## config.mk

```make
export PLATFORM = sky130hd
export DESIGN_NAME = store_align
export DESIGN_NICKNAME = d
export VERILOG_FILES = /design/src/common/lsu_pkg.sv /design/src/dmem/store_align.sv
export SDC_FILE = /design/constraint.sdc
export NUM_CORES = 1
export LEC_CHECK = 0
export BUFFER_PORTS_ARGS = -buffer_cell sky130_fd_sc_hd__buf_2
export CAP_MARGIN = 10
export CORE_ASPECT_RATIO = 1.2
export CORE_MARGIN = 5
export CORE_UTILIZATION = 32
export DETAILED_ROUTE_END_ITERATION = 8
export GPL_ROUTABILITY_DRIVEN = 0
export GPL_TIMING_DRIVEN = 0
export PLACE_DENSITY = 0.78
export RECOVER_POWER = 25
export SETUP_SLACK_MARGIN = 0.1
export SLEW_MARGIN = 20
export SYNTH_ARGS = -nofsm -noshare
export SYNTH_HDL_FRONTEND = slang
export SYNTH_SLANG_ARGS = --single-unit
```

## constraint.sdc

```tcl
create_clock -name vclk -period 1.75
set_input_delay 0.35 -clock vclk [all_inputs]
set_output_delay 0.35 -clock vclk [all_outputs]
set_load 0.01 [all_outputs]
```

## src/common/lsu_pkg.sv

```systemverilog
package lsu_pkg;

    // Bus widths
    typedef logic [31:0] addr_t;
    typedef logic [31:0] data_t;
    typedef logic [3:0]  byte_en_t;

    // Access width, funct3 coding of RISC-V loads and stores
    typedef logic [2:0]  width_t;

    localparam width_t WIDTH_B  = 3'b000;
    localparam width_t WIDTH_H  = 3'b001;
    localparam width_t WIDTH_W  = 3'b010;
    localparam width_t WIDTH_BU = 3'b100;
    localparam width_t WIDTH_HU = 3'b101;

    // Top address nibble of the data RAM
    localparam logic [3:0] REGION_DMEM = 4'h1;

    // Counter block
    localparam addr_t CNT_CYCLE_ADDR = 32'h8000_0010;
    localparam addr_t CNT_CLEAR_ADDR = 32'h8000_0018;
    localparam addr_t CNT_LOAD_ADDR  = 32'h8000_001C;
    localparam addr_t CNT_STORE_ADDR = 32'h8000_0020;

    // Counter returned on a read
    typedef enum logic [1:0] {
        CNT_CYCLE,
        CNT_LOAD,
        CNT_STORE
    } cnt_sel_t;

    // Request fields, held stable from setup to the end of the transfer
    typedef struct packed {
        addr_t  addr;
        data_t  wdata;
        width_t width;
        logic   write;
    } lsu_req_t;

endpackage

```

## src/dmem/store_align.sv

```systemverilog
`timescale 1ns/100ps

module store_align (
    input  logic              [1:0] addr_lo,
    input  lsu_pkg::width_t         width,
    input  lsu_pkg::data_t          wdata,
    output lsu_pkg::byte_en_t       byte_en,
    output lsu_pkg::data_t          wdata_shifted,
    output logic                    misaligned
);

    lsu_pkg::byte_en_t lanes;

    // Data moves up to the addressed byte lane
    assign wdata_shifted = wdata << {addr_lo, 3'b000};

    always_comb begin
        lanes      = '0;
        misaligned = 1'b0;
        case (width)
            lsu_pkg::WIDTH_B, lsu_pkg::WIDTH_BU: begin
                lanes = 4'b0001;
            end
            lsu_pkg::WIDTH_H, lsu_pkg::WIDTH_HU: begin
                lanes      = 4'b0011;
                misaligned = addr_lo[0];
            end
            lsu_pkg::WIDTH_W: begin
                lanes      = 4'b1111;
                misaligned = |addr_lo;
            end
            default: misaligned = 1'b1;
        endcase
        byte_en = misaligned ? 4'b0000 : lanes << addr_lo;
    end

endmodule

```

# After elaboration in Yosys (flattened, before gate mapping)

Cells that the tools add are included.

Flip-flop bits (word level): 0
Word-level logic and storage cells: 13

Equal/unequal tests: 4
Mux-type cells: 3
Reductions and logical operators: 4
Shift operators: 2

Operator list:

| cell                                                                  | number |
|---|---|
| 32-bit by 5-bit << shifter with 32-bit output                         | 1 |
| 4-bit one-hot mux with 3 select lines                                 | 1 |
| 3-bit equality test, second input constant                            | 2 |
| 2-bit OR reduction                                                    | 3 |
| 4-bit 2-to-1 mux                                                      | 1 |
| 4-bit by 2-bit << shifter with 4-bit output                           | 1 |
| 3-bit by 1-bit equality test with 1-bit output, second input constant | 1 |
| 3-bit by 2-bit equality test with 1-bit output, second input constant | 1 |
| 3-bit logical NOT                                                     | 1 |
| 1-bit one-hot mux with 3 select lines                                 | 1 |

# Logic depth before layout (Yosys ltp)

Word-level depth: 5
Gate-level depth with buffers: 4
Mapped depth without buffers: 2

# Worst setup path before layout

OpenSTA, ideal clock, no wires.

Path kind: input to output
Start point: input port addr_lo[1]
End point: output port wdata_shifted[24]
Required time: 1.400 ns
Path slack: 0.310 ns
Buffers on the path: 2
Arrival: 1.090 ns
Stages: 3
Path through: buf_2 buf_2 mux2i_1

Longest elaborated chain between the ends: 1

RTL lines:

| element                                       | RTL line          | text |
|---|---|---|
| start: declaration                            | store_align.sv:4  | `input logic [1:0] addr_lo,` |
| 32-bit by 5-bit << shifter with 32-bit output | store_align.sv:15 | `assign wdata_shifted = wdata << {addr_lo, 3'b000};` |
| end: declaration                              | store_align.sv:8  | `output lsu_pkg::data_t wdata_shifted,` |

Every way passes these cells.

# Worst setup path in the final report

Start point: input port addr_lo[1]
End point: output port byte_en[3]

Longest elaborated chain between the ends: 3
Elaborated cells between the ends (all ways): 4
Those cells by class: 1 x shift; 2 x mux; 1 x reduce/logical

RTL lines:

| element                               | RTL line          | text |
|---|---|---|
| 2-bit OR reduction                    | store_align.sv:30 | `misaligned = \|addr_lo;` |
| 1-bit one-hot mux with 3 select lines | store_align.sv:20 | `case (width)` |
| 4-bit 2-to-1 mux *                    | store_align.sv:34 | `byte_en = misaligned ? 4'b0000 : lanes << addr_lo;` |
| end: declaration                      | store_align.sv:7  | `output lsu_pkg::byte_en_t byte_en,` |

Every way passes the cells marked *; elsewhere a longest branch is shown, timed or not.

==> run_results.csv <==
group,metric,value,unit
routing,drc_errors,0,
routing,drtPass1Iterations,3,
global_routing,overflow,0,
global_routing,grt.busiest_layer,"met2",
timing,timing.setup.tns,0,ns
cells_and_area,clock_buffers,0,
die,die_x,50.6,um
routing,via_per_inst,5.24,
global_routing,grt_pass1_vias,936,
die,pin_count,74,
global_routing,use_met2,0.321,
cells_and_area,seq_cell_count,0,
clock_tree,postCtsHoldBufs,0,
synthesis,postSynthCellCount,81,
synthesis,synth_mux_area_frac,0.507,
power,p_leak,0.614,nW
synthesis,avgSynthCellArea,7.80,um2
timing,grt_setup_unrepaired,"false",
synthesis,synth_common_cells,"mux2i_1 (32), nor2_1 (10), and2_1 (8), o2bb2ai_1 (8), buf_2 (4)",
placement,hpwlAfterDp,2170,um
synthesis,yosysMostFrequentCell,"mux2i_1",
global_routing,grt_use_met1,0.200,
cells_and_area,area_delta_synth_final,65.1,%
hold_path,hp-class,"input pin to primary output",
critical_path,slowest_stage,"or2_1",
synthesis,synthXorXnorAreaFrac,0.0139,
critical_path,critical_path.top_delay_family,"buffers and inverters",
cells_and_area,fill_cells,195,
die,die_h,58.7,um
critical_path,startpoint_type,"input pin",
synthesis,synthTopCellsByArea,"mux2i_1 (51%), o2bb2ai_1 (11%), and2_1 (7.9%)",
cells_and_area,final-seq-area,0,um2
power,power.density,283,nW/um2
power,ir_drop,103,uV
critical_path,criticalPathCategory,"input pin to primary output",
cells_and_area,drive_gt1_frac,0.539,
cells_and_area,final_area,1040,um2
critical_path,required,1.40,ns
timing,hold_viol,0,
critical_path,end_kind,"primary output",
power,finalPower,0.000296,W
global_routing,met3_usage,0.0354,
critical_path,cpPeakStageDelay,0.28,ns
job,maxCapViolations,0,
global_routing,track_usage,0.171,
placement,place_ws,0.00613,ns
routing,wl,2710,um
placement,dpl_cell_area,1020,um2
routing,vias,907,
timing,setup_slack,0.133,ns
critical_path,critPathArrivalTime,1.27,ns
global_routing,antenna_found_initial,0,
die,coreArea,1870,um2
synthesis,synth_top_family_by_area,"multiplexers",
placement,portBuffers,73,
global_routing,grt_pass1_wl,4200,um
routing,detail-route-antenna-nets,0,
critical_path,path_common_cell,"buf_2",
routing,avgRoutedWirePerCell,15.7,um
synthesis,ys_seq_area_frac,0,
synthesis,syn_nets,118,
die,dieArea,2970,um2
critical_path,path_depth,5,
synthesis,netlist.area_leader.share,0.507,
clock_tree,postCtsSetupBuffers,0,
critical_path,critical_path.cell_chain,"buf_2, buf_4, or2_1, o22ai_1, buf_2",
cells_and_area,num_antenna_cells,0,
critical_path,crit_buf_inv,3,
die,initial_utilization,0.338,
critical_path,cp_max_fo,10,
timing,tightest_slew,0.193,ns
timing,drv_slew,0,
synthesis,synthAdderAreaFrac,0,
die,rows,17,
synthesis,synth_warnings,0,
routing,drt_iter0_drc,3,
synthesis,yosys.area_share.simple,0.210,
synthesis,synth_compound_area_frac,0.196,
synthesis,yosys.area.top_type,"mux2i_1",
cells_and_area,fin_nets,193,
synthesis,syn_area,632,um2
timing,finalSetupViolations,0,
status,status,"complete, no violations",
synthesis,synthDistinctLibCells,20,
hold_path,hold_depth,3,
timing,min_period_over_period,0.924,
timing,relSlewSlack,0.868,
timing,period_needed,1.62,ns
global_routing,grt_max_degree,11,
timing,max_freq,0.619,GHz
==> path summary, 6_finish.rpt <==
kind,from,endpoint
worst max-delay path,addr_lo[1],byte_en[3]
worst min-delay path,wdata[7],wdata_shifted[7]
==> report_power, final <==
| group | internal (W) | switching [W] | total, W |
|---|---|---|---|
| sequential | 0 | 0 | 0 |
| combinational | 0.000141 | 0.000155 | 0.000296 |
| clock | 0 | 0 | 0 |
==> cell usage in the layout, fill, tap and decap left out <==
cell type,count
o21a_1,1
nor2b_1,1
clkbuf_2,2
nor2_4,1
nand2b_1,1
or2_1,1
buf_6,1
a311oi_2,1
xnor2_1,1
or3b_4,1
o22ai_1,2
inv_1,1
nor2_1,10
clkbuf_1,4
o21a_2,1
and2_1,8
mux2i_2,1
mux2i_1,31
clkbuf_4,1
or2b_2,1
buf_4,5
o2bb2ai_1,8
a21oi_1,2
buf_2,68
==> per-layer routing <==
metal / routed length, um / share of wire / vias up
met5: 0 / 0 / -
met4: 0 / 0 / 0
met3: 282 / 0.10 / 0
met2: 1290 / 0.48 / 49
met1: 1140 / 0.42 / 413
li1: - / - / 445
==> through the flow <==
step	utilization	hold WS, ns	instances
floorplan	-	0.839	81
global placement	0.545	1.02	173
detailed placement	0.545	1.02	173
CTS	0.550	1.02	173
global route	0.557	1.04	173
finish	0.557	1.02	173
==> what timing repair did <==
action                     4_1_cts  5_1_grt
resized for setup                3       10
hold endpoints to repair         0        0
setup endpoints to repair       22       16
pin swaps                        1        2
==> layout make-up <==
cell class / instances / area [um2] / area share
Tap cell: 19 / 23.8 / 0.0228
Buffer: 8 / 56.3 / 0.0540
Timing Repair Buffer: 73 / 365 / 0.350
Multi-Input combinational cell: 72 / 594 / 0.570
Inverter: 1 / 3.75 / 0.00360
==> cells by family (layout without fill, tap and decap cells) <==
group / count (synthesis) / count (layout)
mux: 32 / 32
simple gates: 24 / 24
compound gates: 15 / 15
xor+xnor: 1 / 1
buf+inv: 9 / 82
==> worst min-delay path, delay by kind of cell <==
kind                   cells  cell delay, ns
buffers and inverters      2            0.22
AND/OR/NAND/NOR            1            0.11
Note: power is estimated with default switching activity, not from simulation.
