## config.mk

```make
export PLATFORM = sky130hd
export DESIGN_NAME = lsu_ctrl
export DESIGN_NICKNAME = d
export VERILOG_FILES = /design/src/common/lsu_pkg.sv /design/src/hw/lsu_ctrl.sv
export SDC_FILE = /design/constraint.sdc
export NUM_CORES = 1
export LEC_CHECK = 0
export ABC_AREA = 1
export BUFFER_PORTS_ARGS = -buffer_cell sky130_fd_sc_hd__buf_2
export CAP_MARGIN = 20
export CORE_AREA = 2 2 69 71
export CTS_CLUSTER_SIZE = 10
export DETAILED_ROUTE_END_ITERATION = 12
export DIE_AREA = 0 0 71 73
export PLACE_DENSITY = 0.68
export SLEW_MARGIN = 30
export SYNTH_ARGS = -nofsm -noshare
export SYNTH_HDL_FRONTEND = slang
export SYNTH_SLANG_ARGS = --single-unit
```

## constraint.sdc

```tcl
create_clock -name clk -period 1.8 [get_ports clk]
set_input_delay 0.27 -clock clk [delete_from_list [all_inputs] [get_ports clk]]
set_output_delay 0.27 -clock clk [all_outputs]
set_load 0.02 [all_outputs]
```

## src/common/lsu_pkg.sv

```systemverilog
package lsu_pkg;

    // Bus widths
    typedef logic [31:0] addr_t;
    typedef logic [31:0] data_t;
    typedef logic [3:0]  byte_en_t;

    // Access width, funct3 coding of RISC-V loads and stores
    typedef logic [2:0]  width_t;

    localparam width_t WIDTH_B  = 3'b000;
    localparam width_t WIDTH_H  = 3'b001;
    localparam width_t WIDTH_W  = 3'b010;
    localparam width_t WIDTH_BU = 3'b100;
    localparam width_t WIDTH_HU = 3'b101;

    // Top address nibble of the data RAM
    localparam logic [3:0] REGION_DMEM = 4'h1;

    // Counter block
    localparam addr_t CNT_CYCLE_ADDR = 32'h8000_0010;
    localparam addr_t CNT_CLEAR_ADDR = 32'h8000_0018;
    localparam addr_t CNT_LOAD_ADDR  = 32'h8000_001C;
    localparam addr_t CNT_STORE_ADDR = 32'h8000_0020;

    // Counter returned on a read
    typedef enum logic [1:0] {
        CNT_CYCLE,
        CNT_LOAD,
        CNT_STORE
    } cnt_sel_t;

    // Request fields, held stable from setup to the end of the transfer
    typedef struct packed {
        addr_t  addr;
        data_t  wdata;
        width_t width;
        logic   write;
    } lsu_req_t;

endpackage

```

## src/hw/lsu_ctrl.sv

```systemverilog
`timescale 1ns/100ps

module lsu_ctrl #(
    parameter int DMEM_WORDS = 1024
) (
    input  logic                clk,
    input  logic                arst_n,
    input  logic                psel,
    input  logic                penable,
    input  lsu_pkg::lsu_req_t   req,
    input  logic                misaligned,
    input  lsu_pkg::data_t      ext_data,
    input  lsu_pkg::data_t      cnt_data,
    output logic                pready,
    output logic                pslverr,
    output lsu_pkg::data_t      prdata,
    output logic                ram_rd_en,
    output logic                ram_wr_en,
    output lsu_pkg::cnt_sel_t   cnt_sel,
    output logic                cnt_clear,
    output logic                load_done,
    output logic                store_done
);

    typedef enum logic [1:0] {
        IDLE,
        ACCESS,
        READ_DATA
    } ctrl_state_t;

    ctrl_state_t state;
    ctrl_state_t state_nxt;
    logic        in_dmem;
    logic        is_cycle;
    logic        is_clear;
    logic        is_load;
    logic        is_store;
    logic        access_err;
    logic        in_access;

    if ((DMEM_WORDS & (DMEM_WORDS - 1)) != 0 || DMEM_WORDS > 2**26) begin : g_bad_depth
        $error("DMEM_WORDS must be a power of two no larger than 2^26");
    end

    // Address decode
    assign in_dmem  = req.addr[31:28] == lsu_pkg::REGION_DMEM;
    assign is_cycle = req.addr == lsu_pkg::CNT_CYCLE_ADDR;
    assign is_clear = req.addr == lsu_pkg::CNT_CLEAR_ADDR;
    assign is_load  = req.addr == lsu_pkg::CNT_LOAD_ADDR;
    assign is_store = req.addr == lsu_pkg::CNT_STORE_ADDR;

    // Unmapped, bad width or alignment, wrong direction on a counter
    assign access_err = misaligned
                     || !(in_dmem || is_cycle || is_clear || is_load || is_store)
                     || (req.write && (is_cycle || is_load || is_store))
                     || (!req.write && is_clear);

    assign in_access = state == ACCESS;

    assign ram_rd_en = in_access && in_dmem && !req.write && !access_err;
    assign ram_wr_en = in_access && in_dmem && req.write && !access_err;

    // RAM reads take one wait state, everything else ends at once
    assign pready     = (in_access && !ram_rd_en) || state == READ_DATA;
    assign pslverr    = in_access && access_err;
    assign prdata     = (state == READ_DATA) ? ext_data : cnt_data;
    assign load_done  = state == READ_DATA;
    assign store_done = ram_wr_en;
    assign cnt_clear  = in_access && is_clear && req.write && !access_err;

    always_comb begin
        if (is_load) begin
            cnt_sel = lsu_pkg::CNT_LOAD;
        end else if (is_store) begin
            cnt_sel = lsu_pkg::CNT_STORE;
        end else begin
            cnt_sel = lsu_pkg::CNT_CYCLE;
        end
    end

    always_comb begin
        state_nxt = state;
        case (state)
            IDLE: begin
                // Setup cycle seen
                if (psel && !penable) begin
                    state_nxt = ACCESS;
                end
            end
            ACCESS:    state_nxt = ram_rd_en ? READ_DATA : IDLE;
            READ_DATA: state_nxt = IDLE;
            default:   state_nxt = IDLE;
        endcase
    end

    always_ff @(posedge clk or negedge arst_n) begin
        if (!arst_n) begin
            state <= IDLE;
        end else begin
            state <= state_nxt;
        end
    end

    // Transfer completes only inside a requester's access phase
    assert property (@(posedge clk) disable iff (!arst_n)
        pready |-> (psel && penable));

    assert property (@(posedge clk) disable iff (!arst_n)
        !(ram_wr_en && ram_rd_en));

endmodule

```

# Yosys cells after proc, flatten, opt, wreduce, memory -nomap -nowiden
# Cells that the tools add are included.
[totals]
mem_bits_ro = 0
latch_bits = 0
register_bits = 2
elab_cells = 44
output_inout_bits = 41
ramBits = 0
inputBits = 137
mem_count = 0
[op_classes]
n_eq_ne = 8
bitwise = 0
mux = 6
n_div = 0
shifts = 0
add_sub_neg = 0
multipliers = 0
reduce_logical = 29
n_lt_le_gt_ge = 0
[op_table]
columns = ["operator", "n"]
rows = [
  ["$eq 32x32->1 const B", 4],
  ["$mux 32", 1],
  ["$logic_and 1x1->1", 13],
  ["$logic_or 1x1->1", 10],
  ["$mux 2", 4],
  ["$logic_not 1->1", 5],
  ["$eq 4x1->1 const B", 1],
  ["$pmux 2 s2", 1],
  ["$eq 2x1->1 const B", 1],
  ["$eq 2x2->1 const B", 1],
  ["$logic_not 2->1", 1],
  ["$ne 2x2->1 const B", 1],
]

# Logic depth before layout (Yosys ltp)
[depth]
ltp_word = 14
ltp_mapped = 12

# Least setup slack after synthesis
# No wires, ideal clock.
[synth_timing]
path_kind = "input to output"
startpoint = "in req[63] (netlist name)"
endpoint = "out store_done"
arrival_time_ns = 1.580
required_time_ns = 1.530
path_stages = 12
path_slack_ns = -0.050
cell_sequence = "nor2_1 nand2_1 inv_1 nand2_1 nor2_2 nand2_1 inv_2 nor2_1 nand2_2 nand3_2 nor3_2 buf_4"
[synth_via]
elab_chain_cells = 11
[synth_lines]
columns = ["item", "line_no", "rtl"]
rows = [
  ["from (decl)", "lsu_ctrl.sv:10", "input lsu_pkg::lsu_req_t req,"],
  ["$eq 32x32->1", "lsu_ctrl.sv:47", "assign is_cycle = req.addr == lsu_pkg::CNT_CYCLE_ADDR;"],
  ["$logic_or 1x1->1 (4 in series)", "lsu_ctrl.sv:54", "|| !(in_dmem || is_cycle || is_clear || is_load || is_store)"],
  ["$logic_not 1->1", "lsu_ctrl.sv:54", ""],
  ["$logic_or 1x1->1", "lsu_ctrl.sv:54", ""],
  ["$logic_or 1x1->1", "lsu_ctrl.sv:55", "|| (req.write && (is_cycle || is_load || is_store))"],
  ["$logic_or 1x1->1 (*)", "lsu_ctrl.sv:56", "|| (!req.write && is_clear);"],
  ["$logic_not 1->1 (*)", "lsu_ctrl.sv:61", "assign ram_wr_en = in_access && in_dmem && req.write && !access_err;"],
  ["$logic_and 1x1->1 (*)", "lsu_ctrl.sv:61", ""],
  ["to (decl)", "lsu_ctrl.sv:22", "output logic store_done"],
]
# Mark *: on every way between the ends. The rest lies on a longest branch, timed or not.

# Final worst setup path
[layout_timing]
startpoint = "in req[63] (netlist name)"
endpoint = "out ram_wr_en"
[layout_via]
elab_chain_cells = 11
[layout_lines]
columns = ["item", "line_no", "rtl"]
rows = [
  ["$eq 32x32->1", "lsu_ctrl.sv:47", ""],
  ["$logic_or 1x1->1 (4 in series)", "lsu_ctrl.sv:54", ""],
  ["$logic_not 1->1", "lsu_ctrl.sv:54", ""],
  ["$logic_or 1x1->1", "lsu_ctrl.sv:54", ""],
  ["$logic_or 1x1->1", "lsu_ctrl.sv:55", ""],
  ["$logic_or 1x1->1 (*)", "lsu_ctrl.sv:56", ""],
  ["$logic_not 1->1 (*)", "lsu_ctrl.sv:61", ""],
  ["$logic_and 1x1->1 (*)", "lsu_ctrl.sv:61", ""],
  ["to (decl)", "lsu_ctrl.sv:18", "output logic ram_wr_en,"],
]
# Marks and branches as above.

==> parameters.txt <==
Parameter                              Value

Clock tree
  Clock buffers created by TritonCTS ... 3
  Maximum root-to-sink buffer count ... 2
  Depth of the CTS H-tree ... 1
  Number of clock sinks ... 2
  Clock tree from TritonCTS ... done
  CTS Root Buffer Type ... sky130_fd_sc_hd__clkbuf_8
  Clock Latency Late Sink ... roughly 0.2 ns
  Clk pin slew, worst setup/hold paths ... around 0.030 ns

STA
  Period utilisation layout ... 102%
  Fin crit period ... between 1.5 and 2 ns
  Slew Viols, Final ... 0
  Setup-violating endpoint count in the final report ... 2
  Slew Limit Headroom ... around three quarters
  Final hold violation count ... 0
  Final worst slack ... -0.0271 ns
  Skew final ... between 0.00004 and 0.00005 ns
  Worst slew pin tran ... between 0.3 and 0.4 ns
  RSZ-0062 raised after global routing ... true
  Fmax ... 547 MHz
  Worst hold-check slack ... approximately 0.24 ns

Setup path
  Critical Path, Cell by Cell ... buf_2, nor2_1, nand2_1, inv_1, nand2_1, nor2_4, nand2_2, nand2_2, nor2_2, nand2_2, nand3_4, nor3_4, buf_6
  Startpoint-to-endpoint class of the critical path ... in -> out
  Startpoint of the most critical register-to-register path ... state[1]$_DFFE_PN0P_
  Endpoint of the worst register-to-register path ... state[1]$_DFFE_PN0P_
  Register-to-register setup slack ... between 0.7 and 0.8 ns
  R2r worst-path depth ... 5
  Startpoint kind of the worst setup timing path ... input pin
  Critical Path Sink Type ... primary output
  Largest stage delay on the critical path ... approximately 0.22 ns
  Most frequent cell on the critical path ... sky130_fd_sc_hd__nand2_2
  Endpoint arrival time on the critical path ... ~1.6 ns
  Required time at the worst-slack endpoint ... 1.53 ns
  Worst-path maximum fanout ... 3
  CP max stage cell ... sky130_fd_sc_hd__nor3_4

Power and ir drop
  Power density relative to cell area ... ~270 nW/µm²
  Peak ir drop on the vdd network ... between 500 and 600 µV
  Static leakage power ... 0.00129 µW

Routing
  Highest routing layer actually used ... met3
  1st-iter DRT viols ... 50
  Sum of routed wire length over all layers ... 3930 µm
  Met2 wirelength from detailed routing ... ~2100 µm
  Via count ... between 1500 and 2000
  Number of search-and-repair iterations in the first detailed-routing pass ... 4
  Detailed-route wire length per cell ... 9.43 µm
  DRC ... 0
  Met3 routed WL ... 258 µm
  Detail-routed via count per cell ... 4.10
  Routed metal-1 wirelength ... ~1500 µm
  Post-detailed-route count of antenna-violating nets ... 0

Layout
  N_diodes ... 0
  Largest registers ranked by flip-flop count ... state: 2 flops
  Commonest cells after routing, fill and taps aside ... sky130_fd_sc_hd__buf_2, sky130_fd_sc_hd__nand2_1, sky130_fd_sc_hd__inv_1, sky130_fd_sc_hd__nand2_2
  Number of flip-flops under the largest register name ... 2
  Final core area utilization ... between 40% and 50%
  Most common cell after layout, fill and taps aside ... sky130_fd_sc_hd__buf_2
  Fraction of final layout cells with drive strength greater than 1 ... 56.2%
  Final-stage net count ... 502
  Cell area after layout ... approximately 2000 µm²
  Synth-to-layout area growth ... 120%
  Largest register by flop count ... state

GRT
  Total track usage ... 12.1%
  Maximum number of pins on one net before global-route repair ... 34
  Global-route wire length before repair ... between 5000 and 6000 µm
  Via count of the first global-routing pass ... 1351
  Number of antenna violations at the first check in global routing ... 0
  Remaining global-route overflow ... 0

Placement
  HPWL Detailed ... between 3000 and 4000 µm
  Post-Place Cell Area ... 1730 µm²
  Post-Place Worst Slack ... between 0.008 and 0.009 ns
  Number of I/O port buffers ... approximately 140
  RD Place Congestion ... between 0.7 and 0.8

Run status
  Run status ... finished with violations
  Violated checks ... setup timing

Floorplanning
  Die X-Extent ... just over 70 µm
  Placement row count ... 25
  Boundary pin count ... between 150 and 200
  Vert. Die Dim ... 73 µm
  Die Footprint ... ~5200 µm²
  Core area ... 4540 µm²
  Initial Utilization ... between 20% and 30%

Min path
  HP Class ... in -> reg
  Hold EP ... state[0]$_DFFE_PN0P_
  Hold path start ... penable
  Number of cells traversed by the worst hold path ... 2

Synthesis
  Count of cell types in the netlist ... 16
  Synth Warn # ... 0
  Synth Area per Inst ... 4.19 µm²
  Sequential element share of the synthesized area ... around 5.4%
  Syn Inst Count ... approximately 220
  FF+latch count, synth ... 2
  Netlist area before placement ... between 900 and 1000 µm²
  Syn nets ... approximately 360

Run
  Max-cap violations ... 0
-- metrics by stage --
stage / TNS [ns] / cells / total power (µW)
floorplan: 0 / 221 / 171
global placement: 0 / 413 / 328
detailed placement: 0 / 413 / 332
CTS: 0 / 417 / 508
global route: -0.396 / 417 / 592
finish: -0.0536 / 417 / 551
-- worst max-delay path: cells and delay by family --
kind	cells	cell delay, ns
buffers and inverters	3	0.30
and+or+nand+nor	10	0.99
-- worst max path at each step --
stage / start / endpoint / slack, ns / cells past startpoint
global route: req[65] / ram_wr_en / -0.13 / 13
floorplan: req[63] / store_done / 0.03 / 12
CTS: req[49] / ram_wr_en / 0.008 / 11
detailed placement: req[49] / ram_wr_en / 0.008 / 11
global placement: req[49] / pready / 0.02 / 12
finish: req[63] / ram_wr_en / -0.03 / 13
-- cell type report --
type	count	area, µm²
fillers	493	2500
repair buffers	147	887
multi-input cells	177	858
inverters	34	133
well taps	54	67.6
flip-flops and latches	2	50.0
clock buffers	3	41.3
-- repair_timing --
action,in CTS,in global routing
setup endpoints to repair,0,6
buffers inserted,0,0
resized for setup,0,79
endpoints found under the hold margin,2,0
hold buffers,1,0
-- layer usage --
layer,vias to the layer above,track usage [%]
li1,925,-
met1,722,15.9
met2,64,21.8
met3,0,1.38
met4,0,1.68
met5,-,0
-- power breakdown --
| group | leakage (µW) | internal [µW] | switching (µW) |
|---|---|---|---|
| Combinational | 0.00124 | 167 | 168 |
| Sequential | 0.0000271 | 46.6 | 0.527 |
| Clock | 0.0000216 | 141 | 29.1 |
-- cell usage after synthesis (all sizes together) --
library cell  count  area share [%]
clkbuf            5             2.0
dfrtp             2             5.4
nand4             1             1.4
buf               3             2.2
a21oi             1            0.54
inv              34              14
nand3             9             5.4
nor3              1             1.1
nor2             32              13
nor4              2             1.4
nand2           131              54
-- logic make-up after synthesis --
kind of cell           Yosys count  share of synthesized area, %
buffers and inverters           42                          18.0
AND/OR/NAND/NOR                176                          76.1
AO/OA/AOI/OAI                    1                         0.540
flip-flops                       2                          5.41
No activity file was read; power rests on OpenSTA's default activity.
