===== config.mk =====
export PLATFORM = sky130hd
export DESIGN_NAME = load_extract
export DESIGN_NICKNAME = d
export VERILOG_FILES = /design/src/common/lsu_pkg.sv /design/src/dmem/load_extract.sv
export SDC_FILE = /design/constraint.sdc
export NUM_CORES = 1
export LEC_CHECK = 0
export BUFFER_PORTS_ARGS = -buffer_cell sky130_fd_sc_hd__buf_2
export CAP_MARGIN = 10
export CORE_UTILIZATION = 30
export DETAILED_ROUTE_END_ITERATION = 6
export GPL_TIMING_DRIVEN = 0
export PLACE_DENSITY_LB_ADDON = 0.08
export SYNTH_ARGS = -nofsm -noshare
export SYNTH_HDL_FRONTEND = slang
export SYNTH_SLANG_ARGS = --single-unit

===== constraint.sdc =====
create_clock -name vclk -period 2.4
set_input_delay 0.36 -clock vclk [all_inputs]
set_output_delay 0.36 -clock vclk [all_outputs]
set_load 0.02 [all_outputs]

===== src/common/lsu_pkg.sv =====
package lsu_pkg;

    // Bus widths
    typedef logic [31:0] addr_t;
    typedef logic [31:0] data_t;
    typedef logic [3:0]  byte_en_t;

    // Access width, funct3 coding of RISC-V loads and stores
    typedef logic [2:0]  width_t;

    localparam width_t WIDTH_B  = 3'b000;
    localparam width_t WIDTH_H  = 3'b001;
    localparam width_t WIDTH_W  = 3'b010;
    localparam width_t WIDTH_BU = 3'b100;
    localparam width_t WIDTH_HU = 3'b101;

    // Top address nibble of the data RAM
    localparam logic [3:0] REGION_DMEM = 4'h1;

    // Counter block
    localparam addr_t CNT_CYCLE_ADDR = 32'h8000_0010;
    localparam addr_t CNT_CLEAR_ADDR = 32'h8000_0018;
    localparam addr_t CNT_LOAD_ADDR  = 32'h8000_001C;
    localparam addr_t CNT_STORE_ADDR = 32'h8000_0020;

    // Counter returned on a read
    typedef enum logic [1:0] {
        CNT_CYCLE,
        CNT_LOAD,
        CNT_STORE
    } cnt_sel_t;

    // Request fields, held stable from setup to the end of the transfer
    typedef struct packed {
        addr_t  addr;
        data_t  wdata;
        width_t width;
        logic   write;
    } lsu_req_t;

endpackage


===== src/dmem/load_extract.sv =====
`timescale 1ns/100ps

module load_extract (
    input  lsu_pkg::data_t        word,
    input  logic            [1:0] addr_lo,
    input  lsu_pkg::width_t       width,
    output lsu_pkg::data_t        ext_data
);

    lsu_pkg::data_t shifted;

    // Addressed byte or halfword brought down to bit 0
    assign shifted = word >> {addr_lo, 3'b000};

    always_comb begin
        case (width)
            lsu_pkg::WIDTH_B: begin
                ext_data = {{24{shifted[7]}}, shifted[7:0]};
            end
            lsu_pkg::WIDTH_H: begin
                ext_data = {{16{shifted[15]}}, shifted[15:0]};
            end
            lsu_pkg::WIDTH_BU: begin
                ext_data = {24'h00_0000, shifted[7:0]};
            end
            lsu_pkg::WIDTH_HU: begin
                ext_data = {16'h0000, shifted[15:0]};
            end
            // Word, and illegal widths which end in an error anyway
            default: begin
                ext_data = word;
            end
        endcase
    end

endmodule


Word level (Yosys, flattened, before mapping)
Index checks and enable logic that the tools add are counted.
{ "totals": {"register_bits": 0} }
{ "op_classes": {"n_reduce_logical": 1, "n_mux": 1, "shift": 1, "n_eq_ne": 3} }
{ "ops": {"columns": ["operator", "count"], "rows": [
  ["32-bit one-hot mux with 4 select lines", 1],
  ["32-bit by 5-bit >> shifter with 16-bit output", 1],
  ["3-bit == test (second input constant)", 2],
  ["3-bit by 1-bit == test with 1-bit output (second input constant)", 1],
  ["3-bit logical NOT", 1]
]} }

Depth between registers and ports, before layout
Gate-level depths: netlist of run 1.
{ "logic_depth": {"depth_word": 2, "mapped_depth": 4} }

Worst setup path after synthesis of run 1
No wires, ideal clock.
{ "synth_timing": {"path_kind": "input port to output port", "start": "in addr_lo[1]", "end": "out ext_data[14]", "stages": 4, "arrival_time_ns": 1.631, "t_required_ns": 2.040, "path_buffers": 1, "setup_slack_ns": 0.409, "cell_sequence": "buf_2 mux2i_1 a2bb2oi_1 o311ai_0"} }
{ "synth_via": {"elab_chain_len": 2} }
{ "synth_lines": {"columns": ["item", "line_no", "text"], "rows": [
  ["start: declaration", "load_extract.sv:5", "input logic [1:0] addr_lo,"],
  ["32-bit by 5-bit >> shifter with 16-bit output", "load_extract.sv:13", "assign shifted = word >> {addr_lo, 3'b000};"],
  ["32-bit one-hot mux with 4 select lines", "load_extract.sv:16", "case (width)"],
  ["end: declaration", "load_extract.sv:7", "output lsu_pkg::data_t ext_data"]
]} }
No other way between the ends.

Worst setup path in the final report of run 1
{ "layout_timing": {"start": "in addr_lo[1]", "end": "out ext_data[30]"} }
Same word-level chain as after synthesis.

==> qor.txt, run 1 <==
layout cells sized above 1 - 0.486
pin count of the biggest net entering global routing - 11
post-route standard cell area excluding fillers - 1070 um2
vias after detailed routing - 1,089
Via density - 5.36
instance count after placement with tap cells included - 203
total negative slack - 0 ps
worst min-delay path category - input port to output pin
final-stage net count - 214
instance area after placement - 1070 um2
leading cell types in the layout, fill and taps excluded - sky130_fd_sc_hd__buf_2, sky130_fd_sc_hd__nand2_1, sky130_fd_sc_hd__o21ai_0
Area Overhead vs Synth - 55.0%
Detailed Place HPWL - 2130 um
Combinational Power Share - 1.000
post-synthesis cell area - 692 um2
net switching share of the total power - 0.620
overall routing resource usage - 0.225
Tmin final - 2240 ps
Antenna Violating Nets Remaining - 0
upper clock frequency limit - 447 MHz
Die Y - 50.0 um
Max Fanout on Critical Path - 10
multi-input combinational cell area - 637 um2
Remaining Overflow, GRT - 0
first-pass GRT wire length - 4530 um
status - finished, final reports clean
worst slack at placement - 173 ps
sequential element share of the synthesized area - 0
Fin Hold WS - 1040 ps
die width - 50.0 um
final max-slew violation count - 0
number of sequential cells in the layout - 0
final setup fails - 0
gp weighted congestion - 0.851
total wire length - 2810 um
Final Power - 284 uW
WS Path Type - input port to output pin
net count of the mapped netlist - 143
Internal - 108 uW
Mapped Avg Cell Area - 6.53 um2
die area - 2500 um2
actual transition at the worst max-transition pin - 580 ps
Crit. End Element - output pin
row count - 17
power per cell area - 265 nW/um2
I/O pin count - 69
clock buffer count in the final layout - 0
setup repair after global routing missed its margin - no
placeable core region - 2190 um2
Data required, critical path - 2040 ps
largest vdd supply drop - 0.000123 V
post-route worst setup slack - 162 ps
static power due to leakage - 0.556 nW
Resize count post-CTS - 0
Switching Power - 176 uW
number of global-route vias before repair - 1,021
# Post-CTS Setup Buffers - 0
Ant. Diodes - 0
post-synthesis instance total - 106
max-capacitance violation count - 0
share of the clock period used by the worst path - 0.933
sequential group share of total power - 0
filler cell count - 259
starting utilization of the core area - 0.316
footprint of the flip-flops and latches - 0 um2
DR pass1 iterations - 4
antenna violations before repair - 0
count of port buffers added during placement - 69
count of different cell masters after synthesis - 26
commonest non-fill, non-tap cell in the layout - sky130_fd_sc_hd__buf_2
hold buffer count at CTS - 0
endpoints failing hold - 0
post-route insts no fill - 203
average routed wire per standard cell - 13.8 um
portion of total power attributed to the clock network - 0
critical path arrival - 1880 ps
starting DRC count in detailed routing - 30
remaining max-slew budget at the tightest pin - 0.613
# DRC - 0
crit start category - input port
Core Util, Final - 0.489
yosys warns - 0
-- critical path, stage by stage --
cell and delay (ps):
sky130_fd_sc_hd__buf_2 150, sky130_fd_sc_hd__mux2_2 370, sky130_fd_sc_hd__a221oi_4 420, sky130_fd_sc_hd__clkbuf_2 300, sky130_fd_sc_hd__o21ai_0 120, sky130_fd_sc_hd__buf_2 170
-- metal layers --
| metal | vias to the layer above | wire length (um) | GRT usage |
|---|---|---|---|
| met4 | 0 | 0 | 0.0143 |
| met3 | 0 | 195 | 0.0123 |
| li1 | 545 | - | - |
| met1 | 495 | 1300 | 0.301 |
| met2 | 49 | 1310 | 0.404 |
| met5 | - | 0 | 0 |
-- cell usage after synthesis --
| cell | n | area share |
|---|---|---|
| sky130_fd_sc_hd__a21oi_2 | 1 | 0.013 |
| sky130_fd_sc_hd__a221oi_1 | 5 | 0.063 |
| sky130_fd_sc_hd__a221oi_4 | 1 | 0.038 |
| sky130_fd_sc_hd__a22o_1 | 2 | 0.025 |
| sky130_fd_sc_hd__a22oi_1 | 5 | 0.054 |
| sky130_fd_sc_hd__a2bb2oi_1 | 1 | 0.013 |
| sky130_fd_sc_hd__buf_2 | 1 | 0.0072 |
| sky130_fd_sc_hd__buf_6 | 1 | 0.016 |
| sky130_fd_sc_hd__clkbuf_1 | 5 | 0.027 |
| sky130_fd_sc_hd__clkbuf_2 | 1 | 0.0072 |
| sky130_fd_sc_hd__inv_1 | 4 | 0.022 |
| sky130_fd_sc_hd__mux2_2 | 7 | 0.11 |
| sky130_fd_sc_hd__mux2i_1 | 4 | 0.058 |
| sky130_fd_sc_hd__mux4_2 | 1 | 0.033 |
| sky130_fd_sc_hd__nand2_1 | 31 | 0.17 |
| sky130_fd_sc_hd__nand4_1 | 1 | 0.0090 |
| sky130_fd_sc_hd__nor2b_1 | 1 | 0.0090 |
| sky130_fd_sc_hd__nor2b_2 | 1 | 0.013 |
| sky130_fd_sc_hd__o211ai_4 | 1 | 0.031 |
| sky130_fd_sc_hd__o21ai_0 | 17 | 0.12 |
| sky130_fd_sc_hd__o21ai_1 | 4 | 0.029 |
| sky130_fd_sc_hd__o21bai_1 | 1 | 0.011 |
| sky130_fd_sc_hd__o221a_2 | 1 | 0.016 |
| sky130_fd_sc_hd__o2bb2ai_1 | 1 | 0.013 |
| sky130_fd_sc_hd__o311ai_0 | 1 | 0.013 |
| sky130_fd_sc_hd__o31ai_1 | 7 | 0.076 |
-- area by class of cell --
type	count	share of cell area
plain buffers	8	0.0373
inverters	4	0.0140
multi-input cells	94	0.594
well taps	28	0.0327
repair buffers	69	0.322
-- final timing paths --
check / from / to / slack (ps) / cells past startpoint
max: addr_lo[1] / ext_data[30] / 160 / 6
min: word[5] / ext_data[5] / 1040 / 4
-- kinds of logic (layout without fill, tap and decap cells) --
kind of cell	Yosys count	after routing	synth area share
AO/OA/AOI/OAI	48	48	0.517
AND/OR/NAND/NOR	34	34	0.199
buffers and inverters	12	81	0.0795
multiplexers	12	12	0.204
-- power groups by stage --
stage	combinational (mW)	sequential (mW)	clock (mW)
after global routing	0.308	0	0
final	0.284	0	0
after global placement	0.281	0	0
after floorplan	0.175	0	0
after detailed placement	0.283	0	0
after CTS	0.284	0	0
Power figures use the tool's default switching activity.
==> run 2, diff against run 1 <==
Settings changed: CELL_PAD_IN_SITES_DETAIL_PLACEMENT set to 1, CELL_PAD_IN_SITES_GLOBAL_PLACEMENT set to 2, CORE_ASPECT_RATIO set to 0.5, CORE_UTILIZATION 30 to 18.
==> run 2 against run 1 <==
  * Sequential share of layout area unchanged
  * Critical path type unchanged
  * Total power increased by 2.8%
  * Routed wire length is 26% higher
  * Hold slack lost 2.8 ps
  * Count of clock-buffer cells in the layout unchanged
  * Critical path depth unchanged
==> qor.txt, run 2 (synthesized netlist as in run 1, its figures left out) <==
# Post-CTS Setup Buffers - 0 (unchanged)
Final Power - 292 uW (+2.8%)
worst min-delay path category - input port to output pin
antenna violations before repair - 0 (unchanged)
ordered cell list for the critical path - buf_2, mux2_2, a221oi_4, clkbuf_2, o21ai_0, buf_2
share of the clock period used by the worst path - 0.925 (-0.00781)
Critical Path Slowest Stage Cell - sky130_fd_sc_hd__a221oi_4
number of global-route vias before repair - 1,026 (+0.49%)
die width - 89.7 um (+79%)
# DRC - 0 (unchanged)
Switching Power - 184 uW (+4.5%)
Crit. End Element - output pin
Combinational Power Share - 1.000 (about the same)
static power due to leakage - 0.556 nW (unchanged)
final max-slew violation count - 0 (unchanged)
footprint of the flip-flops and latches - 0 um2 (unchanged)
net switching share of the total power - 0.630 (+0.0102)
pin count of the biggest net entering global routing - 11 (unchanged)
placeable core region - 3550 um2 (+62%)
post-route insts no fill - 226 (+11%)
highest metal layer with signal wires - met3
power per cell area - 265 nW/um2 (+0.14%)
WS Path Type - input port to output pin
Antenna Violating Nets Remaining - 0 (unchanged)
instance area after placement - 1100 um2 (+2.7%)
launching element of the worst setup path - addr_lo[1]
status - finished, final reports clean
setup repair after global routing missed its margin - no
Data required, critical path - 2040 ps (about the same)
total wire length - 3550 um (+26%)
row count - 15 (-2)
Internal - 108 uW (about the same)
Via density - 4.88 (-9.1%)
Resize count post-CTS - 0 (unchanged)
Remaining Overflow, GRT - 0 (unchanged)
highest cell delay on the worst timing path - 380 ps (-40 ps)
clock buffer count in the final layout - 0 (unchanged)
vias after detailed routing - 1,102 (+1.2%)
Area Overhead vs Synth - 59.1%
post-route standard cell area excluding fillers - 1100 um2 (+2.7%)
total negative slack - 0 ps (unchanged)
I/O pin count - 69 (unchanged)
most used cell, CP - sky130_fd_sc_hd__buf_2
Die Y - 45.8 um (-8.4%)
final-stage net count - 214 (unchanged)
count of port buffers added during placement - 69 (unchanged)
Max Fanout on Critical Path - 10 (unchanged)
routed wl met2 - 1440 um (+9.8%)
number of sequential cells in the layout - 0 (unchanged)
hold buffer count at CTS - 0 (unchanged)
Hold EP - ext_data[5]
gp weighted congestion - 0.788 (-7.4%)
sequential group share of total power - 0 (unchanged)
upper clock frequency limit - 451 MHz (+0.84%)
portion of total power attributed to the clock network - 0 (unchanged)
Core Util, Final - 0.310 (-0.179)
Tmin final - 2220 ps (-18.7 ps)
Ant. Diodes - 0 (unchanged)
commonest non-fill, non-tap cell in the layout - sky130_fd_sc_hd__buf_2
first-pass GRT wire length - 5290 um (+17%)
average routed wire per standard cell - 15.7 um (+14%)
starting DRC count in detailed routing - 22 (-27%)
die area - 4110 um2 (+64%)
Min-Delay Startpoint - word[5]
Min-Delay Path Depth - 4 (unchanged)
actual transition at the worst max-transition pin - 744 ps (+164 ps)
endpoints failing hold - 0 (unchanged)
overall routing resource usage - 0.170 (-0.0544)
DR pass1 iterations - 4 (unchanged)
instance count after placement with tap cells included - 226 (+11%)
starting utilization of the core area - 0.195 (-0.121)
crit start category - input port
leading cell types in the layout, fill and taps excluded - sky130_fd_sc_hd__buf_2, sky130_fd_sc_hd__nand2_1, sky130_fd_sc_hd__o21ai_0
largest vdd supply drop - 0.0000681 V (-44%)
Met1 Wirelength - 1900 um (+47%)
critical path arrival - 1860 ps (-20 ps)
layout cells sized above 1 - 0.486 (unchanged)
detailed route wirelength on metal3 - 203 um (+4.1%)
max-capacitance violation count - 0 (unchanged)
Detailed Place HPWL - 2840 um (+33%)
remaining max-slew budget at the tightest pin - 0.503 (-0.110)
final setup fails - 0 (unchanged)
run 2: cell counts in the layout (fill, tap and decap cells not counted):
Identical to the previous run, type by type.
run 2: metrics by stage:
step           hold slack (ps)  setup slack (ps)
2_1_floorplan              908               409
3_3_place_gp              1040               170
3_5_place_dp              1050               162
4_1_cts                   1050               162
5_1_grt                   1080              48.3
6_report                  1040               180
run 2: worst max-delay path by stage:
| stage | endpoint | slack (ps) |
|---|---|---|
| 2_1_floorplan | ext_data[14] | 410 |
| 3_3_place_gp | ext_data[25] | 170 |
| 3_5_place_dp | ext_data[0] | 160 |
| 4_1_cts | ext_data[0] | 160 |
| 5_1_grt | ext_data[1] | 50 |
| 6_report | ext_data[21] | 180 |
run 2: layout make-up:
type,instances,area (um2)
well taps,51,63.8
multi-input cells,94,637
fillers,477,2450
repair buffers,69,345
plain buffers,8,40.0
inverters,4,15.0
run 2: worst max-delay path: cells and delay by family:
kind                   cells  cell delay (ps)
muxes                      1              360
AOI/OAI and AO/OA          2              510
buffers and inverters      3              610
run 2: metal layers:
metal / up-vias / track usage
met5: - / 0
met4: 0 / 0
met3: 0 / 0.00543
met2: 40 / 0.289
met1: 514 / 0.255
li1: 548 / -
run 2: power by group through the flow:
stage               Sequential, mW  Combinational, mW  Clock [mW]
floorplan                        0              0.175           0
global placement                 0              0.292           0
detailed placement               0              0.293           0
CTS                              0              0.294           0
global route                     0              0.319           0
finish                           0              0.292           0
