===== src/common/lsu_pkg.sv =====
package lsu_pkg;

    // Bus widths
    typedef logic [31:0] addr_t;
    typedef logic [31:0] data_t;
    typedef logic [3:0]  byte_en_t;

    // Access width, funct3 coding of RISC-V loads and stores
    typedef logic [2:0]  width_t;

    localparam width_t WIDTH_B  = 3'b000;
    localparam width_t WIDTH_H  = 3'b001;
    localparam width_t WIDTH_W  = 3'b010;
    localparam width_t WIDTH_BU = 3'b100;
    localparam width_t WIDTH_HU = 3'b101;

    // Top address nibble of the data RAM
    localparam logic [3:0] REGION_DMEM = 4'h1;

    // Counter block
    localparam addr_t CNT_CYCLE_ADDR = 32'h8000_0010;
    localparam addr_t CNT_CLEAR_ADDR = 32'h8000_0018;
    localparam addr_t CNT_LOAD_ADDR  = 32'h8000_001C;
    localparam addr_t CNT_STORE_ADDR = 32'h8000_0020;

    // Counter returned on a read
    typedef enum logic [1:0] {
        CNT_CYCLE,
        CNT_LOAD,
        CNT_STORE
    } cnt_sel_t;

    // Request fields, held stable from setup to the end of the transfer
    typedef struct packed {
        addr_t  addr;
        data_t  wdata;
        width_t width;
        logic   write;
    } lsu_req_t;

endpackage


===== src/hw/perf_counters.sv =====
`timescale 1ns/100ps

module perf_counters (
    input  logic              clk,
    input  logic              arst_n,
    input  logic              cnt_clear,
    input  logic              load_done,
    input  logic              store_done,
    input  lsu_pkg::cnt_sel_t cnt_sel,
    output lsu_pkg::data_t    cnt_data
);

    lsu_pkg::data_t cycle_cnt;
    lsu_pkg::data_t load_cnt;
    lsu_pkg::data_t store_cnt;

    // Clear wins over any increment in the same cycle
    always_ff @(posedge clk or negedge arst_n) begin
        if (!arst_n) begin
            cycle_cnt <= '0;
            load_cnt  <= '0;
            store_cnt <= '0;
        end else if (cnt_clear) begin
            cycle_cnt <= '0;
            load_cnt  <= '0;
            store_cnt <= '0;
        end else begin
            cycle_cnt <= cycle_cnt + 32'd1;
            if (load_done) begin
                load_cnt <= load_cnt + 32'd1;
            end
            if (store_done) begin
                store_cnt <= store_cnt + 32'd1;
            end
        end
    end

    always_comb begin
        case (cnt_sel)
            lsu_pkg::CNT_CYCLE: cnt_data = cycle_cnt;
            lsu_pkg::CNT_LOAD:  cnt_data = load_cnt;
            lsu_pkg::CNT_STORE: cnt_data = store_cnt;
            default:            cnt_data = '0;
        endcase
    end

    // One transfer at a time, so a load and a store never finish together
    assert property (@(posedge clk) disable iff (!arst_n)
        !(load_done && store_done));

endmodule


===== config.mk =====
export PLATFORM = sky130hd
export DESIGN_NAME = perf_counters
export DESIGN_NICKNAME = d
export VERILOG_FILES = /design/src/common/lsu_pkg.sv /design/src/hw/perf_counters.sv
export SDC_FILE = /design/constraint.sdc
export NUM_CORES = 1
export LEC_CHECK = 0
export BUFFER_PORTS_ARGS = -buffer_cell sky130_fd_sc_hd__buf_2
export CORE_UTILIZATION = 55
export CTS_BUF_LIST = sky130_fd_sc_hd__clkbuf_16
export DETAILED_ROUTE_END_ITERATION = 8
export PLACE_DENSITY = 0.74
export SYNTH_ARGS = -nofsm -noshare
export SYNTH_HDL_FRONTEND = slang
export SYNTH_SLANG_ARGS = --single-unit

===== constraint.sdc =====
create_clock -name clk -period 2.3 [get_ports clk]
set_input_delay 0.345 -clock clk [delete_from_list [all_inputs] [get_ports clk]]
set_output_delay 0.345 -clock clk [all_outputs]
set_load 0.02 [all_outputs]

; ---- Yosys cells after proc, flatten, opt, wreduce, memory -nomap -nowiden
; Cells that the tools add are included.
[totals]
ff_bits = 96
wordCells = 17
[op_classes]
n_eq_ne = 2
n_addsub = 3
reduce_logical = 3
mux = 6
[ops]
columns = operator, count
row1 = $mux W32, 5
row2 = $add A32 B1 Y32 const B, 3
row3 = $pmux W32 S3, 1
row4 = $reduce_bool A2 Y1, 2
row5 = $eq A2 B1 Y1 const B, 1
row6 = $eq A2 B2 Y1 const B, 1
row7 = $logic_not A2 Y1, 1

; ---- Longest topological paths before layout
; Gate-level depths: netlist of the first run.
[depth]
depth_word = 3
depth_mapped = 7

; ---- Worst setup path before layout of the first run
; Ideal clock, no wire load.
[synth_path]
path_type = input -> output
from = input port cnt_sel[1]
to = output port cnt_data[0]
n_path_buf = 2
required_ns = 1.955
arrival_ns = 1.655
stages = 4
path_slack_ns = 0.300
cell_sequence = clkbuf_1 > clkbuf_1 > mux2i_1 > o21ai_0
[synth_between]
elab_chain_cells = 2
elab_cells_between_ends = 4
cone_classes = eq/ne: 2 / mux: 1 / reduce/logical: 1
[synth_rtl]
columns = element, line_no
row1 = from (decl), perf_counters.sv:9  ; input lsu_pkg::cnt_sel_t cnt_sel,
row2 = $eq A2 B2 Y1 (tied with other cells), perf_counters.sv:39  ; case (cnt_sel)
row3 = $pmux W32 S3 (*), perf_counters.sv:39
row4 = to (decl), perf_counters.sv:10  ; output lsu_pkg::data_t cnt_data
; Mark *: on every way between the ends. The rest lies on a longest branch, timed or not.

; ---- Worst setup path in the final report of the first run
[layout_path]
from = register load_cnt[8]
to = register load_cnt[23]
[layout_between]
elab_chain_cells = 3
[layout_rtl]
columns = element, line_no
row1 = from (decl), perf_counters.sv:14  ; lsu_pkg::data_t load_cnt;
row2 = from (signal assigned), perf_counters.sv:30  ; load_cnt <= load_cnt + 32'd1;
row3 = $add A32 B1 Y32, perf_counters.sv:30
row4 = $mux W32, perf_counters.sv:29  ; if (load_done) begin
row5 = $mux W32, perf_counters.sv:23  ; end else if (cnt_clear) begin
; No other way between the ends. The select of a mux whose other input is x is not followed.
; A chain may end at the register's enable or synchronous reset.

==> metrics, run 1 <==
Post-Syn Instances=640; placer congestion estimate=0.9025; Worst Setup End Kind=register; Rel. slew slack=0.5601; htree depth=3; DRT iter0 DRCs=453; CP max-delay cell=or4_1; Final Net Count=683; crit share post-route=0.9165; DIE WIDTH=103.7 um; # setup viols final=0; FFs w/ async S/R, synth=1.000; CP arrival=2.35 ns; Cell Area, Placed=6057 um2; Power Density=520.1 nW/um2; Post-synth EDFFs=0; clock skew=0.008448 ns; R2R Path End=load_cnt[23]$_DFFE_PN0P_; post-route ant nets=0; vias post-DR=5,114; root buf cell=clkbuf_16; Total Die Area=10,740 um2; layout cell share with drive strength beyond 1=0.1372; minimum clock period=2.108 ns; wire per inst=17.88 um; Die Ht=103.7 um; worst endpoint required time=2.54 ns; gr ovfl total=0; post-synth cell types=35; post-synthesis sequential area ratio=0.4227; Min-Delay Path Depth=3; drt first pass iters=5; largest net degree at the start of global routing=45; Pleak=0.002522 uW; CTS tree=done; n_diodes=0; final setup TNS=0 ns; Yosys reg bits=96; fmax=474.4 MHz; Final Max Tran Viols=0; Skew-Pair Late Insertion Delay=0.36 ns; Synth Cell Area=5683 um2; Min-Delay Path Class=input port to register; Worst Hold Launch=load_done; status=finished clean; kind of critical path=register to register; number of global-route vias before repair=4,735; CTS sink cnt=96; Worst R2R Path Depth=5; Storage cell area=2402 um2; starting density of the core=0.5735; Area Growth Syn to Fin=11.62%; worst r2r src=load_cnt[8]$_DFFE_PN0P_; total wire length=14,500 um; max_cap viols=0; multi-input logic area=3028 um2; syn_area_per_cell=8.880 um2; Crit. Startpoint=load_cnt[8]$_DFFE_PN0P_; Hold Path Sink=load_cnt[1]$_DFFE_PN0P_; Clock Tree Buf Depth=2; hold_ws=0.3287 ns; delay-heaviest family, CP=simple AND/OR/NAND/NOR gates; Vias per Instance=6.306; final std cells w/o fill=811; first-pass GRT wire length=23,990 um; RSZ-0062 raised after global routing=no; CTS Buf Count=9; FP Rows=36; worst-margin pin slew=0.6598 ns; syn_nets=650; crit-path max FO=18; I/O Buffers=38; Main synth FF type=dfrtp_1; r2r setup slk=0.19 ns; post-route cell area=6344 um2; DRC=0; Crit path largest cell delay=0.50 ns; CTS clk-pin slew, worst paths=0.07 ns; initial antenna violation count=0; Max IR drop VDD=0.4713 mV; Worst Setup Start Kind=register; placed insts=794; cell breakdown of the critical path=nand4_1 > or4_1 > buf_4 > nor4_1 > mux2_2; Fillers=845; DPL Wire Length=10,140 um; IO Count=39; CP bufs+invs=1; gr usage total=0.2800; Final Hold Fails=0; warning count from the yosys run=0; core region area=9910 um2
[cell families (layout without fill, tap and decap cells)]
| group | after synthesis | count (layout) | share of synthesized area |
|---|---|---|---|
| flops | 96 | 96 | 0.4227 |
| fa+ha+maj | 3 | 3 | 0.006606 |
| compound gates | 144 | 144 | 0.1466 |
| xor+xnor | 33 | 33 | 0.05086 |
| mux | 37 | 37 | 0.06583 |
| buf+inv | 58 | 96 | 0.04557 |
| simple gates | 269 | 269 | 0.2618 |
[sequential cells by signal, indices dropped and copies added, names as in the netlist]
register / flops
cycle_cnt: 32
load_cnt: 32
store_cnt: 32
[stage by stage]
step	power, uW	worst slack [ns]	utilization
floorplan	1844	0.3002	-
global placement	1919	0.2038	0.6112
detailed placement	1923	0.1891	0.6112
CTS	3317	0.1087	0.6398
global route	3400	0.08169	0.6402
finish	3299	0.1920	0.6402
[worst max-delay path by stage]
stage                               end  slack (ns)  cells past startpoint
6_report       load_cnt[23]$_DFFE_PN0P_        0.19                      5
5_1_grt        load_cnt[29]$_DFFE_PN0P_        0.08                      5
4_1_cts        load_cnt[27]$_DFFE_PN0P_        0.11                      4
3_5_place_dp   load_cnt[27]$_DFFE_PN0P_        0.19                      4
3_3_place_gp   load_cnt[31]$_DFFE_PN0P_        0.20                      4
2_1_floorplan               cnt_data[0]        0.30                      4
[tightest hold or removal path, delay by kind of cell]
| family | cells | cell delay, ns |
|---|---|---|
| buffers and inverters | 1 | 0.15 |
| AND/OR/NAND/NOR | 1 | 0.07 |
| multiplexers | 1 | 0.08 |
[Yosys cell counts, types with 2 or more instances]
library cell | instances | area, um2
or3_1 | 14 | 87.58
mux2_2 | 3 | 33.78
a21oi_1 | 55 | 275.3
nor3_1 | 5 | 25.02
nor2_1 | 41 | 153.9
nand2_1 | 61 | 229.0
buf_2 | 3 | 15.01
xor2_1 | 18 | 157.7
o21ai_0 | 46 | 230.2
nor4_1 | 7 | 43.79
mux2i_1 | 34 | 340.3
nand3_1 | 30 | 150.1
and2_1 | 4 | 25.02
nand4_1 | 30 | 187.7
and3_1 | 9 | 56.30
dfrtp_1 | 96 | 2402
clkbuf_8 | 3 | 41.29
nor2b_1 | 5 | 31.28
inv_1 | 13 | 48.80
and4_1 | 10 | 87.58
o31ai_1 | 41 | 307.8
or4_1 | 45 | 337.8
clkbuf_1 | 37 | 138.9
xnor2_1 | 15 | 131.4
nand4bb_1 | 2 | 22.52
or2_2 | 2 | 12.51
ha_1 | 3 | 37.54
[where the power goes]
group	total [uW]	leakage [uW]	switching [uW]	internal, uW
sequential	1710	0.00134	14.8	1700
clock	1410	0.000123	678	731
combinational	177	0.00106	123	53.9
total	3300	0.00252	815	2480
[routing by layer]
metal / routed length, um / vias up / track usage
met2: 6773 / 167 / 0.4247
met1: 6483 / 2482 / 0.3890
li1: - / 2440 / -
met4: 346 / 0 / 0.1133
met3: 897 / 25 / 0.06230
met5: 0 / - / 0
[layout by cell type (no fill, tap or decap), types with 30 or more instances in the layout]
master,instances
nor2_1,41
nand4_1,30
dfrtp_1,96
a21oi_1,55
o31ai_1,41
nand2_1,61
buf_2,37
or4_1,44
mux2i_1,34
o21ai_0,46
nand3_1,30
[cell type report]
cell class                      instances  share of cell area
Clock buffer                            9             0.03550
Clock inverter                          7            0.007495
Inverter                               13            0.007692
Multi-Input combinational cell        486              0.4773
Sequential cell                        96              0.3787
Tap cell                              133             0.02623
Timing Repair Buffer                   67             0.06706
[repair_timing]
item,CTS,global route
hold buffers,1,0
setup endpoints to repair,0,2
setup buffers,0,0
hold endpoints to repair,28,0
resized for setup,0,1
Note: power is estimated with default switching activity, not from simulation.
==> run 2: changes to the inputs <==
Settings changed: REMOVE_ABC_BUFFERS set to 1.
==> run 2 against run 1 <==
Against the previous run: combinational power about the same; worst setup slack worse by 0.091 ns; sequential power about the same; flip-flop and latch count unchanged; critical endpoint is now load_cnt[31]$_DFFE_PN0P_.
==> metrics, run 2 (synthesis gave the netlist of run 1 again) <==
combinational power share=0.052; fmax=454.8 MHz; root buf cell=clkbuf_16; placed insts=788; max_cap viols=0; clock share of power=0.441; RSZ-0062 raised after global routing=no; Die Ht=103.7 um; FP Rows=36; CTS sink cnt=96; kind of critical path=register to register; starting density of the core=0.5735; Top Metal Used=met4; WL met2=6845 um; first-pass GRT wire length=23,490 um; wire per inst=17.75 um; # setup viols final=0; initial antenna violation count=0; Cell Int Power=2585 uW; Reg power frac=0.507; Crit path largest cell delay=0.76 ns; layout cell share with drive strength beyond 1=0.1311; htree depth=3; gr usage total=0.2721; M1 WL=6487 um; Total Die Area=10,740 um2; Max IR drop VDD=0.3027 mV; Area Growth Syn to Fin=11.18%; multi-input logic area=3033 um2; CP Depth=4; status=finished clean; CTS Buf Count=9; final setup TNS=0 ns; Final Hold Fails=0; crit-path max FO=12; placer congestion estimate=0.8747; DRC=0; worst-margin pin slew=0.7266 ns; crit share post-route=0.9561; Skew-Pair Late Insertion Delay=0.34 ns; switching share of power=0.2347; postcts setup bufs=0; met3 routed WL=686 um; Power Density=534.7 nW/um2; most common cell after layout, fill and taps aside=dfrtp_1; minimum clock period=2.199 ns; Placement Setup Slack=0.06665 ns; IO Count=39; critical path's most frequent cell=or4_1; Storage cell area=2402 um2; worst endpoint required time=2.56 ns; Final Net Count=677; cell breakdown of the critical path=nand4_1 > or4_1 > or4_1 > a21oi_1; Final Max Tran Viols=0; most frequent cells in the layout=dfrtp_1, nand2_1, a21oi_1; Clock Tree Buf Depth=2; Pleak=0.002508 uW; CP arrival=2.46 ns; n_diodes=0; DIE WIDTH=103.7 um; gr ovfl total=0; largest net degree at the start of global routing=74; I/O Buffers=38; final std cells w/o fill=804; total wire length=14,270 um; biggest regs=cycle_cnt x32, load_cnt x32, store_cnt x32; CTS tree=done; Worst Setup Start Kind=register; core region area=9910 um2; Vias per Instance=6.275; drt first pass iters=6; Rel. slew slack=0.5156; CTS clk-pin slew, worst paths=0.07 ns; vias post-DR=5,045; DPL Wire Length=9937 um; CP max-delay cell=or4_1; Worst R2R Path Depth=4; CP bufs+invs=0; Final WS setup=0.1010 ns; Worst Setup End Kind=register; Min-Delay Path Depth=3; Min-Delay Path Class=input port to register; Fillers=815; delay-heaviest family, CP=simple AND/OR/NAND/NOR gates; Switching Power=792.9 uW; number of global-route vias before repair=4,864; post-route ant nets=0; clock skew=0.007464 ns; Final Util=0.6376; DRT iter0 DRCs=384
## run 2: changes by cell type in the layout (fill, tap and decap cells not counted), sizes merged
cell      before  now
clkinv         3    2
bufinv         0    1
clkinvlp       3    2
buf           66   60
## run 2: power groups by stage
stage               clock network [uW]  logic (uW)  registers (uW)
floorplan                            0        51.6            1740
global placement                     0         171            1750
detailed placement                   0         176            1750
CTS                               1510         178            1710
global route                      1580         195            1710
finish                            1490         176            1710
## run 2: metal layers
metal	global-route usage	up-vias
li1	-	2440
met1	0.3699	2445
met2	0.4415	141
met3	0.04091	19
met4	0.1020	0
met5	0	-
## run 2: path summary, 6_finish.rpt
| check | from | end | slack (ns) |
|---|---|---|---|
| worst max register to register | load_cnt[8]$_DFFE_PN0P_ | load_cnt[31]$_DFFE_PN0P_ | 0.10 |
| min in group asynchronous | arst_n | load_cnt[25]$_DFFE_PN0P_ | 0.45 |
| worst max-delay path | load_cnt[8]$_DFFE_PN0P_ | load_cnt[31]$_DFFE_PN0P_ | 0.10 |
| worst min register to register | cycle_cnt[0]$_DFF_PN0_ | cycle_cnt[0]$_DFF_PN0_ | 0.48 |
| max in group asynchronous | arst_n | cycle_cnt[16]$_DFF_PN0_ | 1.13 |
| worst min-delay path | load_done | load_cnt[0]$_DFFE_PN0P_ | 0.34 |
## run 2: cell type report
cell class              count  area share
multi-input cells         486      0.4800
flip-flops and latches     96      0.3802
repair buffers             61     0.06020
clock buffers               9     0.03564
well taps                 133     0.02634
clock inverters             6    0.009901
inverters                  13    0.007723
## run 2: tightest hold or removal path, delay by kind of cell
family,cells,cell delay (ns)
xor gates and xnor gates,1,0.07
buffers and inverters,1,0.15
and+or+nand+nor,1,0.07
## run 2: per-stage QoR
step | total power (uW) | instance area [um2] | hold WS, ns
final | 3378 | 6319 | 0.3391
after global placement | 1917 | 6012 | 0.2631
after CTS | 3397 | 6310 | 0.3428
after global routing | 3485 | 6319 | 0.3658
after detailed placement | 1922 | 6012 | 0.2738
after floorplan | 1794 | 5473 | 0.04941
## run 2: what timing repair did
| action | CTS | global route |
|---|---|---|
| setup endpoints to repair | 0 | 5 |
| gates resized for setup | 0 | 2 |
| hold buffers | 1 | 0 |
| hold endpoints to repair | 23 | 0 |
==> run 3: changes to the inputs <==
Clock period 2.3 ns to 2.9 ns, I/O delays scaled along.
==> run 3 against run 2 <==
Against the previous run: first-iteration DRC count shrank 15%; non-clock buffer count shrank 10; sequential power down 20%; clock-buffer cell count did not move; cell area decreased by 1.3%; largest power group unchanged; final cell count decreased by 1.2%; global-route usage decreased by 0.20 points.
==> metrics, run 3 (synthesis gave the netlist of run 1 again) <==
worst-margin pin slew=0.7325 ns; Clock Tree Buf Depth=2; DPL Wire Length=9859 um; Switching Power=595.4 uW; number of global-route vias before repair=4,864; Max IR drop VDD=0.3550 mV; drt first pass iters=5; DIE WIDTH=103.7 um; combinational power share=0.052; delay-heaviest family, CP=simple AND/OR/NAND/NOR gates; M1 WL=6189 um; WL met2=6736 um; Die Ht=103.7 um; core region area=9910 um2; RSZ-0062 raised after global routing=no; critical path's most frequent cell=or4_1; max_cap viols=0; kind of critical path=register to register; Min-Delay Path Class=input port to async pin; CTS tree=done; Power Density=422.8 nW/um2; r2r setup slk=0.52 ns; Pleak=0.002464 uW; met3 routed WL=805 um; starting density of the core=0.5735; Rel. slew slack=0.5117; layout cell share with drive strength beyond 1=0.1135; placer congestion estimate=0.8506; post_cts resized=0; n_diodes=0; cell breakdown of the critical path=nand4_2 > or4_1 > or4_1 > a21oi_1; gr usage total=0.2701; most frequent cells in the layout=dfrtp_1, nand2_1, a21oi_1; Cell Int Power=2041 uW; I/O Buffers=38; total wire length=14,070 um; gr ovfl total=0; root buf cell=clkbuf_16; Worst Setup Start Kind=register; worst endpoint required time=3.16 ns; IO Count=39; vias post-DR=5,137; Worst Setup End Kind=register; initial antenna violation count=0; Reg power frac=0.516; CP bufs+invs=0; htree depth=3; Vias per Instance=6.470; postcts setup bufs=0; wire per inst=17.73 um; # setup viols final=0; crit-path max FO=24; Final Max Tran Viols=0; first-pass GRT wire length=23,560 um; biggest regs=cycle_cnt x32, load_cnt x32, store_cnt x32; R2R Path End=cycle_cnt[19]$_DFF_PN0_; Top Metal Used=met4; crit share post-route=0.8206; worst r2r src=cycle_cnt[8]$_DFF_PN0_; fmax=420.2 MHz; clock share of power=0.432; Worst R2R Path Depth=4; largest net degree at the start of global routing=44; CP arrival=2.64 ns; most common cell after layout, fill and taps aside=dfrtp_1; minimum clock period=2.380 ns; CTS clk-pin slew, worst paths=0.07 ns; clock skew=0.008130 ns; placed insts=779; hold_buf cts=0; switching share of power=0.2258; status=finished clean; final setup TNS=0 ns; CTS sink cnt=96; Crit path largest cell delay=0.89 ns; Final Hold Fails=0; Fillers=866; Area Growth Syn to Fin=9.731%; CTS Buf Count=9; Final Net Count=667; CP max-delay cell=or4_1; post-route ant nets=0; DRC=0; Total Die Area=10,740 um2; Skew-Pair Late Insertion Delay=0.34 ns; FP Rows=36; Crit. Startpoint=cycle_cnt[8]$_DFF_PN0_; DRT iter0 DRCs=325; final std cells w/o fill=794
run 3: changes by cell type in the layout (fill, tap and decap cells not counted), sizes merged:
| cell | delta |
|---|---|
| buf | -9 |
| clkinvlp | -1 |
| dlygate4sd3 | -1 |
| inv | +1 |
run 3: per-stage QoR:
step           power, uW  worst slack [ns]  instance area [um2]  utilization  hold slack, ns
2_1_floorplan       1423            0.6001                 5473            -          0.1394
3_3_place_gp        1519            0.6446                 5957       0.6011          0.4535
3_5_place_dp        1524            0.5721                 5957       0.6011          0.4595
4_1_cts             2661            0.5505                 6236       0.6293         0.09678
5_1_grt             2731            0.4313                 6236       0.6293          0.1183
6_report            2637            0.5203                 6236       0.6293         0.07086
run 3: worst register-to-register path, delay by kind of cell, from the launching register on:
family | cells | cell delay, ns
DFF | 1 | 0.47
and+or+nand+nor | 3 | 1.67
AOI/OAI and AO/OA | 1 | 0.16
run 3: how the worst max path moves through the flow:
| stage | endpoint | slack (ns) | depth (start not counted) |
|---|---|---|---|
| global placement | cycle_cnt[31]$_DFF_PN0_ | 0.64 | 4 |
| detailed placement | cycle_cnt[19]$_DFF_PN0_ | 0.57 | 4 |
| floorplan | cnt_data[0] | 0.60 | 3 |
| finish | cycle_cnt[19]$_DFF_PN0_ | 0.52 | 4 |
| CTS | cycle_cnt[19]$_DFF_PN0_ | 0.55 | 4 |
| global route | cycle_cnt[21]$_DFF_PN0_ | 0.43 | 4 |
run 3: power groups by stage:
stage | sequential, uW | clock [uW] | combinational, uW
2_1_floorplan | 1380 | 0 | 40.9
3_5_place_dp | 1380 | 0 | 139
5_1_grt | 1360 | 1220 | 153
4_1_cts | 1360 | 1160 | 139
6_report | 1360 | 1140 | 137
3_3_place_gp | 1380 | 0 | 135
run 3: area by class of cell:
| type | count | area, um2 | area share |
|---|---|---|---|
| sequential | 96 | 2402 | 0.3852 |
| clock buffer | 9 | 225.2 | 0.03612 |
| multi-input combinational | 486 | 3024 | 0.4850 |
| clock inverter | 6 | 53.80 | 0.008628 |
| tap | 133 | 166.4 | 0.02669 |
| inverter | 13 | 48.80 | 0.007825 |
| timing repair buffer | 51 | 315.3 | 0.05056 |
run 3: per-layer routing:
| metal | up-vias | track usage |
|---|---|---|
| met5 | - | 0 |
| met1 | 2518 | 0.3616 |
| li1 | 2413 | - |
| met2 | 172 | 0.4444 |
| met3 | 34 | 0.05475 |
| met4 | 0 | 0.07959 |
